### config.mk
export PLATFORM = sky130hd
export DESIGN_NAME = ttc_timer_lite
export DESIGN_NICKNAME = d
export VERILOG_FILES = /design/src/rtl/ttc_pkg.sv /design/src/rtl/ttc_cnt_if.sv /design/src/rtl/ttc_count_rst_lite.sv /design/src/rtl/ttc_regs.sv /design/src/rtl/ttc_prescaler.sv /design/src/rtl/ttc_counter.sv /design/src/rtl/ttc_timer_lite.sv
export VERILOG_INCLUDE_DIRS = /design/src /design/src/rtl
export SDC_FILE = /design/constraint.sdc
export NUM_CORES = 1
export LEC_CHECK = 0
export ABC_CLOCK_PERIOD_IN_PS = 9860
export BUFFER_PORTS_ARGS = -buffer_cell sky130_fd_sc_hd__buf_4
export CORE_MARGIN = 5
export CORE_UTILIZATION = 59
export DETAILED_ROUTE_END_ITERATION = 8
export HOLD_SLACK_MARGIN = 0.05
export PLACE_DENSITY_LB_ADDON = 0.15
export SKIP_CTS_REPAIR_TIMING = 1
export SYNTH_ARGS = -nofsm -noshare
export SYNTH_HDL_FRONTEND = slang
export SYNTH_HIERARCHICAL = 1
export SYNTH_SLANG_ARGS = --single-unit
### constraint.sdc
create_clock -name pclk30 -period 9.86 [get_ports pclk30]
set_clock_uncertainty 0.1 [all_clocks]
set_input_delay 0.986 -clock pclk30 [delete_from_list [all_inputs] [get_ports pclk30]]
set_output_delay 0.986 -clock pclk30 [all_outputs]
set_load 0.01 [all_outputs]
### src/rtl/ttc_config.svh
/* widths and register map of the single-channel timer
   offsets are byte addresses on an 8-bit APB address, word aligned */
`ifndef TTC_CONFIG_SVH
`define TTC_CONFIG_SVH

// ------------------------------
// bus and counter widths
// ------------------------------
`define TTC_ADDR_W 8
`define TTC_CNT_W  16

// ------------------------------
// register offsets
// ------------------------------
// clock control, prescaler setup
`define TTC_OFS_CLK_CTRL 8'h00
// counter control, bit 4 is write-one restart
`define TTC_OFS_CNT_CTRL 8'h04
// live count, read only
`define TTC_OFS_COUNT    8'h08
`define TTC_OFS_INTERVAL 8'h0C
`define TTC_OFS_MATCH    8'h10
// status clears on read
`define TTC_OFS_INT_STAT 8'h14
`define TTC_OFS_INT_EN   8'h18

`endif

### src/rtl/ttc_pkg.sv
/* types and bit positions shared by the timer RTL
   vector widths follow the config header */
`include "ttc_config.svh"

package ttc_pkg;

  // ------------------------------
  // vector types
  // ------------------------------
  typedef logic [`TTC_ADDR_W-1:0] apb_addr_t;
  typedef logic [31:0]            apb_data_t;
  typedef logic [6:0]             clk_ctrl_t;
  typedef logic [6:0]             cnt_ctrl_t;
  typedef logic [`TTC_CNT_W-1:0]  count_t;
  typedef logic [1:0]             int_vec_t;

  // clock control fields, N sits in bits 4:1
  localparam int CLK_PS_EN  = 0;
  localparam int CLK_PS_LSB = 1;

  // counter control fields
  localparam int CNT_DISABLE  = 0;
  localparam int CNT_INTERVAL = 1;
  localparam int CNT_DECR     = 2;
  localparam int CNT_MATCH_EN = 3;
  localparam int CNT_RESTART  = 4;

  // interrupt vector positions
  localparam int INT_OVF   = 0;
  localparam int INT_MATCH = 1;

endpackage

### src/rtl/ttc_cnt_if.sv
/* control from the register file to the counter, events back
   count_en is driven at the top level from the restart block */
`timescale 1ns/1ps

interface ttc_cnt_if import ttc_pkg::*; ();

  // counter enable, low for one cycle on restart
  logic   count_en;

  // control bits out of cnt_ctrl
  logic   cnt_disable;
  logic   interval_mode;
  logic   decrement;
  logic   match_en;
  count_t interval_val;
  count_t match_val;

  // counter state and one-cycle events
  count_t count_val;
  logic   ovf_evt;
  logic   match_evt;

  modport regs (
    output cnt_disable, interval_mode, decrement, match_en,
    output interval_val, match_val,
    input  count_val, ovf_evt, match_evt
  );

  modport counter (
    input  count_en, cnt_disable, interval_mode, decrement, match_en,
    input  interval_val, match_val,
    output count_val, ovf_evt, match_evt
  );

endinterface

### src/rtl/ttc_count_rst_lite.sv
/* clock control register and restart handling
   count_en drops for one cycle on each rising edge of restart
   clk_ctrl bits 6:5 are stored only, no external clock here */
`timescale 1ns/1ps

module ttc_count_rst_lite
  import ttc_pkg::*;
(
  input  logic      pclk30,
  input  logic      n_p_reset30,
  input  clk_ctrl_t pwdata,
  input  logic      clk_ctrl_sel,
  input  logic      restart,
  output logic      count_en,
  output clk_ctrl_t clk_ctrl
);

  // set while restart stays high after its first cycle
  logic restart_seen;

  // ------------------------------
  // count enable
  // ------------------------------
  // low straight after reset, high one cycle later
  always_ff @(posedge pclk30 or negedge n_p_reset30)
  begin : p_count_en
    if (!n_p_reset30)
    begin
      restart_seen <= 1'b0;
      count_en     <= 1'b0;
    end
    else if (restart && !restart_seen)
    begin
      // rising edge of restart, one-cycle drop
      restart_seen <= 1'b1;
      count_en     <= 1'b0;
    end
    else
    begin
      // a long restart does not hold the enable low
      restart_seen <= restart;
      count_en     <= 1'b1;
    end
  end

  // ------------------------------
  // clock control register
  // ------------------------------
  always_ff @(posedge pclk30 or negedge n_p_reset30)
  begin : p_clk_ctrl
    if (!n_p_reset30)
    begin
      clk_ctrl <= '0;
    end
    else if (clk_ctrl_sel)
    begin
      clk_ctrl <= pwdata;
    end
  end

endmodule

### src/rtl/ttc_regs.sv
/* APB register file, zero wait states, no pslverr
   INT_STAT clears on the read access edge; new events still set it
   clock control lives in the restart block and is only read here */
`timescale 1ns/1ps
`include "ttc_config.svh"

module ttc_regs
  import ttc_pkg::*;
(
  input  logic      pclk30,
  input  logic      n_p_reset30,
  input  logic      psel,
  input  logic      penable,
  input  logic      pwrite,
  input  apb_addr_t paddr,
  input  apb_data_t pwdata,
  output apb_data_t prdata,
  input  clk_ctrl_t clk_ctrl,
  output logic      clk_ctrl_sel,
  output logic      restart,
  output logic      irq,
  ttc_cnt_if.regs   cnt
);

  // restart bit is never stored
  localparam cnt_ctrl_t CNT_WR_MASK = ~(cnt_ctrl_t'(1) << CNT_RESTART);

  logic      wr_en;
  logic      rd_en;
  logic      stat_rd;
  cnt_ctrl_t cnt_ctrl;
  count_t    interval_val;
  count_t    match_val;
  int_vec_t  int_en;
  int_vec_t  int_stat;
  int_vec_t  evt_vec;

  // ------------------------------
  // access decode
  // ------------------------------
  // access phase strobes
  assign wr_en = psel && penable && pwrite;
  assign rd_en = psel && penable && !pwrite;

  // clock control is loaded in the restart block
  assign clk_ctrl_sel = wr_en && (paddr == `TTC_OFS_CLK_CTRL);
  assign stat_rd      = rd_en && (paddr == `TTC_OFS_INT_STAT);

  // ------------------------------
  // control registers
  // ------------------------------
  always_ff @(posedge pclk30 or negedge n_p_reset30)
  begin : p_ctrl_regs
    if (!n_p_reset30)
    begin
      cnt_ctrl     <= '0;
      interval_val <= '0;
      match_val    <= '0;
      int_en       <= '0;
    end
    else if (wr_en)
    begin
      case (paddr)
        `TTC_OFS_CNT_CTRL: cnt_ctrl     <= pwdata[$bits(cnt_ctrl_t)-1:0] & CNT_WR_MASK;
        `TTC_OFS_INTERVAL: interval_val <= pwdata[`TTC_CNT_W-1:0];
        `TTC_OFS_MATCH:    match_val    <= pwdata[`TTC_CNT_W-1:0];
        `TTC_OFS_INT_EN:   int_en       <= pwdata[$bits(int_vec_t)-1:0];
        default:           ;
      endcase
    end
  end

  // one-cycle pulse after the access edge
  always_ff @(posedge pclk30 or negedge n_p_reset30)
  begin : p_restart
    if (!n_p_reset30)
    begin
      restart <= 1'b0;
    end
    else
    begin
      restart <= wr_en && (paddr == `TTC_OFS_CNT_CTRL) && pwdata[CNT_RESTART];
    end
  end

  // ------------------------------
  // interrupt status
  // ------------------------------
  assign evt_vec[INT_OVF]   = cnt.ovf_evt;
  assign evt_vec[INT_MATCH] = cnt.match_evt;

  // sticky bits, set wins over the read clear
  always_ff @(posedge pclk30 or negedge n_p_reset30)
  begin : p_int_stat
    if (!n_p_reset30)
    begin
      int_stat <= '0;
    end
    else
    begin
      int_stat <= (stat_rd ? int_vec_t'(0) : int_stat) | evt_vec;
    end
  end

  // level interrupt
  assign irq = |(int_stat & int_en);

  // ------------------------------
  // counter control fan-out
  // ------------------------------
  assign cnt.cnt_disable   = cnt_ctrl[CNT_DISABLE];
  assign cnt.interval_mode = cnt_ctrl[CNT_INTERVAL];
  assign cnt.decrement     = cnt_ctrl[CNT_DECR];
  assign cnt.match_en      = cnt_ctrl[CNT_MATCH_EN];
  assign cnt.interval_val  = interval_val;
  assign cnt.match_val     = match_val;

  // ------------------------------
  // read mux
  // ------------------------------
  // combinational, valid through setup and access phase
  always_comb
  begin : p_rdata
    prdata = '0;
    if (psel && !pwrite)
    begin
      case (paddr)
        `TTC_OFS_CLK_CTRL: prdata = apb_data_t'(clk_ctrl);
        `TTC_OFS_CNT_CTRL: prdata = apb_data_t'(cnt_ctrl);
        // live value from the counter
        `TTC_OFS_COUNT:    prdata = apb_data_t'(cnt.count_val);
        `TTC_OFS_INTERVAL: prdata = apb_data_t'(interval_val);
        `TTC_OFS_MATCH:    prdata = apb_data_t'(match_val);
        `TTC_OFS_INT_STAT: prdata = apb_data_t'(int_stat);
        `TTC_OFS_INT_EN:   prdata = apb_data_t'(int_en);
        default:           prdata = '0;
      endcase
    end
  end

endmodule

### src/rtl/ttc_prescaler.sv
/* power-of-two prescaler, tick every 2^(N+1) cycles when enabled
   divider is held at zero while count_en is low */
`timescale 1ns/1ps

module ttc_prescaler
  import ttc_pkg::*;
(
  input  logic      pclk30,
  input  logic      n_p_reset30,
  input  clk_ctrl_t clk_ctrl,
  input  logic      count_en,
  output logic      tick
);

  logic [15:0] div;
  logic [3:0]  ps_n;
  // low N+1 bits set
  logic [15:0] ps_mask;

  assign ps_n    = clk_ctrl[CLK_PS_LSB +: 4];
  assign ps_mask = ~(16'hfffe << ps_n);

  // ------------------------------
  // free-running divider
  // ------------------------------
  always_ff @(posedge pclk30 or negedge n_p_reset30)
  begin : p_div
    if (!n_p_reset30)
    begin
      div <= '0;
    end
    else if (!count_en)
    begin
      // restart clears the phase
      div <= '0;
    end
    else
    begin
      div <= div + 16'd1;
    end
  end

  // all masked bits ones, last cycle of the period
  // undivided when prescale is off
  assign tick = clk_ctrl[CLK_PS_EN] ? &(div | ~ps_mask) : 1'b1;

endmodule

### src/rtl/ttc_counter.sv
/* up/down counter with interval reload and match compare
   up: wraps at max or at the interval; down: reloads at zero
   ovf_evt and match_evt are one-cycle pulses */
`timescale 1ns/1ps
`include "ttc_config.svh"

module ttc_counter
  import ttc_pkg::*;
(
  input  logic       pclk30,
  input  logic       n_p_reset30,
  input  logic       tick,
  ttc_cnt_if.counter cnt
);

  localparam count_t CNT_MAX = {`TTC_CNT_W{1'b1}};

  count_t count;
  count_t next_count;
  count_t reload_val;
  logic   at_limit;
  logic   step;
  logic   ovf_evt;
  logic   match_evt;

  assign step = cnt.count_en && !cnt.cnt_disable && tick;

  // ------------------------------
  // next count and wrap
  // ------------------------------
  always_comb
  begin : p_next
    if (cnt.decrement)
    begin
      // down, reload on zero
      at_limit   = (count == '0);
      reload_val = cnt.interval_mode ? cnt.interval_val : CNT_MAX;
      next_count = at_limit ? reload_val : count - count_t'(1);
    end
    else
    begin
      // up, >= so a lowered interval still wraps
      at_limit   = cnt.interval_mode ? (count >= cnt.interval_val) : (count == CNT_MAX);
      reload_val = '0;
      next_count = at_limit ? reload_val : count + count_t'(1);
    end
  end

  // ------------------------------
  // count register and events
  // ------------------------------
  always_ff @(posedge pclk30 or negedge n_p_reset30)
  begin : p_count
    if (!n_p_reset30)
    begin
      count     <= '0;
      ovf_evt   <= 1'b0;
      match_evt <= 1'b0;
    end
    else
    begin
      ovf_evt   <= 1'b0;
      match_evt <= 1'b0;
      if (!cnt.count_en)
      begin
        // restart, start point depends on direction
        count <= cnt.decrement ? cnt.interval_val : count_t'(0);
      end
      else if (step)
      begin
        count     <= next_count;
        ovf_evt   <= at_limit;
        // compare against the new value
        match_evt <= cnt.match_en && (next_count == cnt.match_val);
      end
    end
  end

  assign cnt.count_val = count;
  assign cnt.ovf_evt   = ovf_evt;
  assign cnt.match_evt = match_evt;

endmodule

### src/rtl/ttc_timer_lite.sv
/* single-channel lite timer, APB slave with no wait states
   no pready or pslverr; irq is a level output */
`timescale 1ns/1ps
`include "ttc_config.svh"

module ttc_timer_lite
  import ttc_pkg::*;
(
  input  logic                  pclk30,
  input  logic                  n_p_reset30,
  input  logic                  psel,
  input  logic                  penable,
  input  logic                  pwrite,
  input  logic [`TTC_ADDR_W-1:0] paddr,
  input  apb_data_t             pwdata,
  output apb_data_t             prdata,
  output logic                  irq
);

  clk_ctrl_t clk_ctrl;
  logic      clk_ctrl_sel;
  logic      restart;
  logic      count_en;
  logic      tick;

  ttc_cnt_if cnt_if ();

  // restart block output into the interface
  assign cnt_if.count_en = count_en;

  // ------------------------------
  // register file
  // ------------------------------
  ttc_regs u_regs (
    .pclk30       (pclk30),
    .n_p_reset30  (n_p_reset30),
    .psel         (psel),
    .penable      (penable),
    .pwrite       (pwrite),
    .paddr        (paddr),
    .pwdata       (pwdata),
    .prdata       (prdata),
    .clk_ctrl     (clk_ctrl),
    .clk_ctrl_sel (clk_ctrl_sel),
    .restart      (restart),
    .irq          (irq),
    .cnt          (cnt_if.regs)
  );

  // clock control and count enable
  ttc_count_rst_lite u_count_rst (
    .pclk30       (pclk30),
    .n_p_reset30  (n_p_reset30),
    .pwdata       (pwdata[$bits(clk_ctrl_t)-1:0]),
    .clk_ctrl_sel (clk_ctrl_sel),
    .restart      (restart),
    .count_en     (count_en),
    .clk_ctrl     (clk_ctrl)
  );

  // ------------------------------
  // count path
  // ------------------------------
  ttc_prescaler u_prescaler (
    .pclk30      (pclk30),
    .n_p_reset30 (n_p_reset30),
    .clk_ctrl    (clk_ctrl),
    .count_en    (count_en),
    .tick        (tick)
  );

  ttc_counter u_counter (
    .pclk30      (pclk30),
    .n_p_reset30 (n_p_reset30),
    .tick        (tick),
    .cnt         (cnt_if.counter)
  );

endmodule

# Word level (Yosys, flattened, before mapping)
# Index checks and enable logic that the tools add are counted.
# totals
reg_bits	86
inputBits	45
out_inout_bits	33
elab_cells	75
# op_classes
add_sub_neg	3
order_cmp	1
n_eq_ne	9
shift	1
muxes	20
bitwise	5
n_reduce_logical	23
# op_table
cell	count
$mux W16	8
$pmux W16 S7	1
$add A16 B1 Y16 const B	2
$mux W32	1
$not A16 Y16	2
$eq A8 B5 Y1 const B	3
$eq A16 B16 Y1	1
$eq A16 B16 Y1 const B	1
$eq A8 B4 Y1 const B	2
$ge A16 B16 Y1	1
$logic_not A16 Y1	1
$or A16 B16 Y16	1
$reduce_and A16 Y1	1
$shl A16 B4 Y16 const A	1
$sub A16 B1 Y16 const B	1
$logic_and A1 B1 Y1	12
$mux W1	9
$eq A8 B3 Y1 const B	1
$logic_not A8 Y1	1
$reduce_and A2 Y1	4
$logic_not A1 Y1	3
$and A2 B2 Y2	1
$mux W2	1
$ne A2 B1 Y1 const B	1
other kinds (2)	2

# Depth between registers and ports, before layout
# logic_depth
depth_word	9
ltp_mapped	12
ltp_nobuf	10

# By module
# The synthesis kept the hierarchy.
# modules_own_cells
mod	n_inst	cells_each	area_each_um2	seq_area_each_um2
ttc_counter	1	367	2732.6	450.4
ttc_regs	1	204	2434.8	1076.0
ttc_prescaler	1	104	974.7	400.4
ttc_count_rst_lite	1	19	351.6	225.2

# Worst setup path after synthesis
# OpenSTA, ideal clock, no wires.
# synth_timing
path_type	input to output
startpoint	input port paddr[2]
endpoint	output port prdata[4]
arrival_time_ps	2394
required_ps	8774
setup_slack_ps	6380
cell_stages	6
path_buffers	2
cell_sequence	clkbuf_1 nor4_4 and3_1 clkbuf_1 a22oi_1 nor2_1
# synth_between
elab_chain_len	3
# synth_lines
element	line_no	source
from (decl)	ttc_timer_lite.sv:14	input logic [`TTC_ADDR_W-1:0] paddr,
$eq A8 B5 Y1, or another cell as far along	ttc_regs.sv:127	case (paddr)
$pmux W16 S7 *	ttc_regs.sv:127	
$mux W32 *	ttc_regs.sv:125	if (psel && !pwrite)
to (decl)	ttc_timer_lite.sv:16	output apb_data_t prdata,
# Mark *: on every way between the ends. The rest lies on a longest branch, timed or not.

# Final worst setup path
# layout_timing
startpoint	register u_counter.count[0] (netlist: u_counter/cnt.count_val[0])
endpoint	register u_counter.match_evt (netlist: u_counter/cnt.match_evt)
# layout_between
elab_chain_len	8
# layout_lines
element	line_no	source
from (decl)	ttc_counter.sv:18	count_t count;
from (signal assigned)	ttc_counter.sv:67	count <= cnt.decrement ? cnt.interval_val : count_t'(0);
from (signal assigned)	ttc_counter.sv:71	count <= next_count;
$ge A16 B16 Y1 / $eq A16 B16 Y1 (equally long branches)	ttc_counter.sv:43	at_limit = cnt.interval_mode ? (count >= cnt.interval_val) : (count == CNT_MAX);
$mux W1	ttc_counter.sv:43	
$mux W16	ttc_counter.sv:45	next_count = at_limit ? reload_val : count + count_t'(1);
$mux W16 *	ttc_counter.sv:33	if (cnt.decrement)
$eq A16 B16 Y1 *	ttc_counter.sv:74	match_evt <= cnt.match_en && (next_count == cnt.match_val);
$logic_and A1 B1 Y1 *	ttc_counter.sv:74	
$mux W1 *	ttc_counter.sv:69	else if (step)
$mux W1 *	ttc_counter.sv:64	if (!cnt.count_en)
to (signal assigned)	ttc_counter.sv:74	
to (decl)	ttc_counter.sv:24	logic match_evt;
# Marked as above.
# A chain may end at the register's enable or synchronous reset.

==> out/metrics.yaml <==
cts:
  cts_max_path_buffers: 2
  clock_sinks: 86
  clk_latency_ns: 0.39
  root_buffer: "clkbuf_8"
  cts_buffers: 9
  h-tree-depth: 3
  cts_tree: "yes"
  cts.reportedPaths.clkPinSlew_ns: 0.10
floorplan:
  die_w_um: 115
  io_pins: 78
  die_h_um: 115
  start_util_pct: 60.2
  rows: 38
  core_area_um2: 10800
  die_area_um2: 13200
worst_setup_path:
  cpPeakStageDelay_ns: 0.84
  r2r-start: "u_counter/cnt.count_val[0]"
  rr_worst_depth: 10
  slowest_stage: "o31ai_4"
  crit_arrival_ns: 4.37
  cp-end-kind: "flip-flop"
  path_buf_inv: 1
  critPathKind: "flip-flop to flip-flop"
  path_cells: "inv_1 -> ha_1 -> nand2b_1 -> a2111oi_0 -> and4b_1 -> o31ai_4 -> nand2_1 -> a311oi_2 -> nand4_1 -> nor4_2"
  r2r_setup_slack_ns: 5.66
  start_kind: "flip-flop"
  r2r-end: "u_counter/cnt.match_evt"
  path_delay_family: "compound AO/OA/AOI/OAI gates"
  required_ns: 10.03
  cp_max_fo: 20
final_layout:
  utilization_pct: 64.2
  nNetsFinal: 765
  area_delta_synth_final_pct: 6.72
  num_antenna_cells: 0
  drive_gt1_share_pct: 20.7
  layout_commonest_cell: "dfrtp_1"
  layout_common_cells: "dfrtp_1 (86), buf_4 (49), mux2_2 (41)"
  fin_area_um2: 6930
  final_cells: 845
synth:
  synth_seq_cells: 86
  ys_seq_area_share_pct: 33.1
  yosysUniqueCellTypes: 84
  synth_edf_count: 0
  netlist_area_um2: 6490
  postSynthCellCount: 694
  yosysWarnings: 6
  syn_area_per_cell_um2: 9.36
  dominantRegCellSynth: "dfrtp_1"
  async_reset_ff_share_pct: 100
sta:
  hold_viol: 0
  slew_violations: 0
  rsz0062_at_grt: "no"
  tightest_slew_ns: 1.00
  fmax_ghz: 0.238
  worst_slack_ns: 5.66
  fin_crit_ns: 4.20
  slew_headroom_pct: 33.2
  fin_crit_sh_pct: 42.6
  setup_viol: 0
  fin_tns_setup_ns: 0
placed_design:
  place_ws_ns: 5.81
  gp_congestion: 0.938
  port_buffers: 45
  dpl_cell_area_um2: 6750
  dp_hpwl_mm: 13.3
  dp.cells: 829
hold_path:
  worstHoldEndpoint: "u_count_rst/restart_seen"
  holdPathStages: 0
  hold_class: "flip-flop to flip-flop"
  min_from: "u_regs/restart"
global_route:
  grt_pass1_wl_mm: 29.5
  grt_pass1_vias: 5438
  grt_use_total_pct: 28.9
  grt_max_degree: 61
  antenna_found_initial: 0
  overflow: 0
detailed_routing:
  ant_nets: 0
  drt_pass1_iterations: 5
  wl_mm: 18.7
  via_count: 5646
  wl_per_cell_um: 22.2
  dr.first_iter.drc_count: 515
  via_per_inst: 6.68
  drc: 0
power_and_ir_drop:
  vdd_drop_max_uv: 129
  power_density_nw_per_um2: 172
  p_leak_nw: 2.95
flow_run:
  drv_cap: 0
status:
  status: "finished, final reports clean"
==> per-layer routing <==
metal  track usage, %  part of all wire, %  vias up
met5                0                    0        -
met4             13.5                  4.1        0
met3             6.26                  6.6       59
met2             47.0                   48      237
met1             36.9                   42     2797
li1                 -                    -     2553
==> kinds of logic (layout without fill, tap and decap cells) <==
group	Yosys count	count (layout)	synth area share, %
adders and majority gates	20	20	3.85
and+or+nand+nor	223	223	20.3
other	1	16	0.0577
buffers and inverters	98	94	7.28
DFF	86	86	33.1
AOI/OAI and AO/OA	157	157	17.1
xor gates and xnor gates	41	41	5.53
muxes	68	68	12.8
==> worst reg2reg max path, delay by kind of cell, from the launching register on <==
kind	cells	cell delay [ns]
AND/OR/NAND/NOR	5	1.27
adder cells (fa/ha/maj)	1	0.31
buffers and inverters	1	0.21
flip-flops	1	0.64
AO/OA/AOI/OAI	3	1.56
==> worst max-delay path by stage <==
| stage | depth (start not counted) | to | slack, ns | startpoint |
|---|---|---|---|---|
| 2_1_floorplan | 6 | prdata[4] | 6.38 | paddr[2] |
| 3_3_place_gp | 10 | u_counter/cnt.match_evt | 5.85 | u_counter/cnt.count_val[0] |
| 3_5_place_dp | 10 | u_counter/cnt.match_evt | 5.81 | u_counter/cnt.count_val[0] |
| 4_1_cts | 10 | u_counter/cnt.match_evt | 5.75 | u_counter/cnt.count_val[0] |
| 5_1_grt | 10 | u_counter/cnt.match_evt | 5.43 | u_counter/cnt.count_val[0] |
| 6_report | 10 | u_counter/cnt.match_evt | 5.66 | u_counter/cnt.count_val[0] |
==> flip-flops by register name, summed over array words and instances (netlist names) <==
signal                    count
u_counter/cnt.count_val      16
u_prescaler/div              16
u_regs/cnt.interval_val      16
u_regs/cnt.match_val         16
u_count_rst/clk_ctrl          7
u_regs/cnt_ctrl               6
u_regs/int_en                 2
u_regs/int_stat               2
u_count_rst/count_en          1
u_count_rst/restart_seen      1
u_counter/cnt.match_evt       1
u_counter/cnt.ovf_evt         1
u_regs/restart                1
==> cell type report <==
cell class,instances,area [µm²]
fill,914,3860
clock buffer,9,124
timing repair buffer,49,368
clock inverter,7,58.8
multi-input combinational,525,3940
sequential,86,2150
tap,140,175
inverter,29,109
==> power breakdown <==
part	internal (mW)	total [mW]	switching, mW	leakage (nW)
Combinational	0.199	0.436	0.237	1.71
Sequential	0.393	0.517	0.123	1.16
Clock	0.0943	0.240	0.146	0.0800
Total	0.687	1.19	0.506	2.95
==> cell usage after synthesis, drive strengths merged, types with 7 or more instances <==
master  count  area share (%)
nor3       12             1.2
a21oi      23             1.8
xnor2      21             2.8
xor2       20             2.7
a22oi       9             1.0
o21ai      32             2.5
dfrtp      86              33
and3        9            0.89
clkbuf     38             2.2
inv        28             1.6
mux2       58              10
a32oi      10             1.3
nor4        8             1.6
nand2      39             2.3
and2       14             1.4
nor2       35             2.1
nand3      33             2.5
ha         20             3.9
or3         9            0.94
nand4      19             1.9
o31ai      18             2.2
nor2b       7            0.67
buf        31             3.4
o211ai     13             1.7
a31oi      16             1.5
==> through the flow <==
| stage | hold slack (ns) | power [mW] |
|---|---|---|
| 6_report | 0.293 | 1.19 |
| 5_1_grt | 0.320 | 1.26 |
| 4_1_cts | 0.302 | 1.19 |
| 3_5_place_dp | 0.279 | 0.943 |
| 3_3_place_gp | 0.261 | 0.928 |
| 2_1_floorplan | 0.304 | 0.831 |
Power figures use the tool's default switching activity.
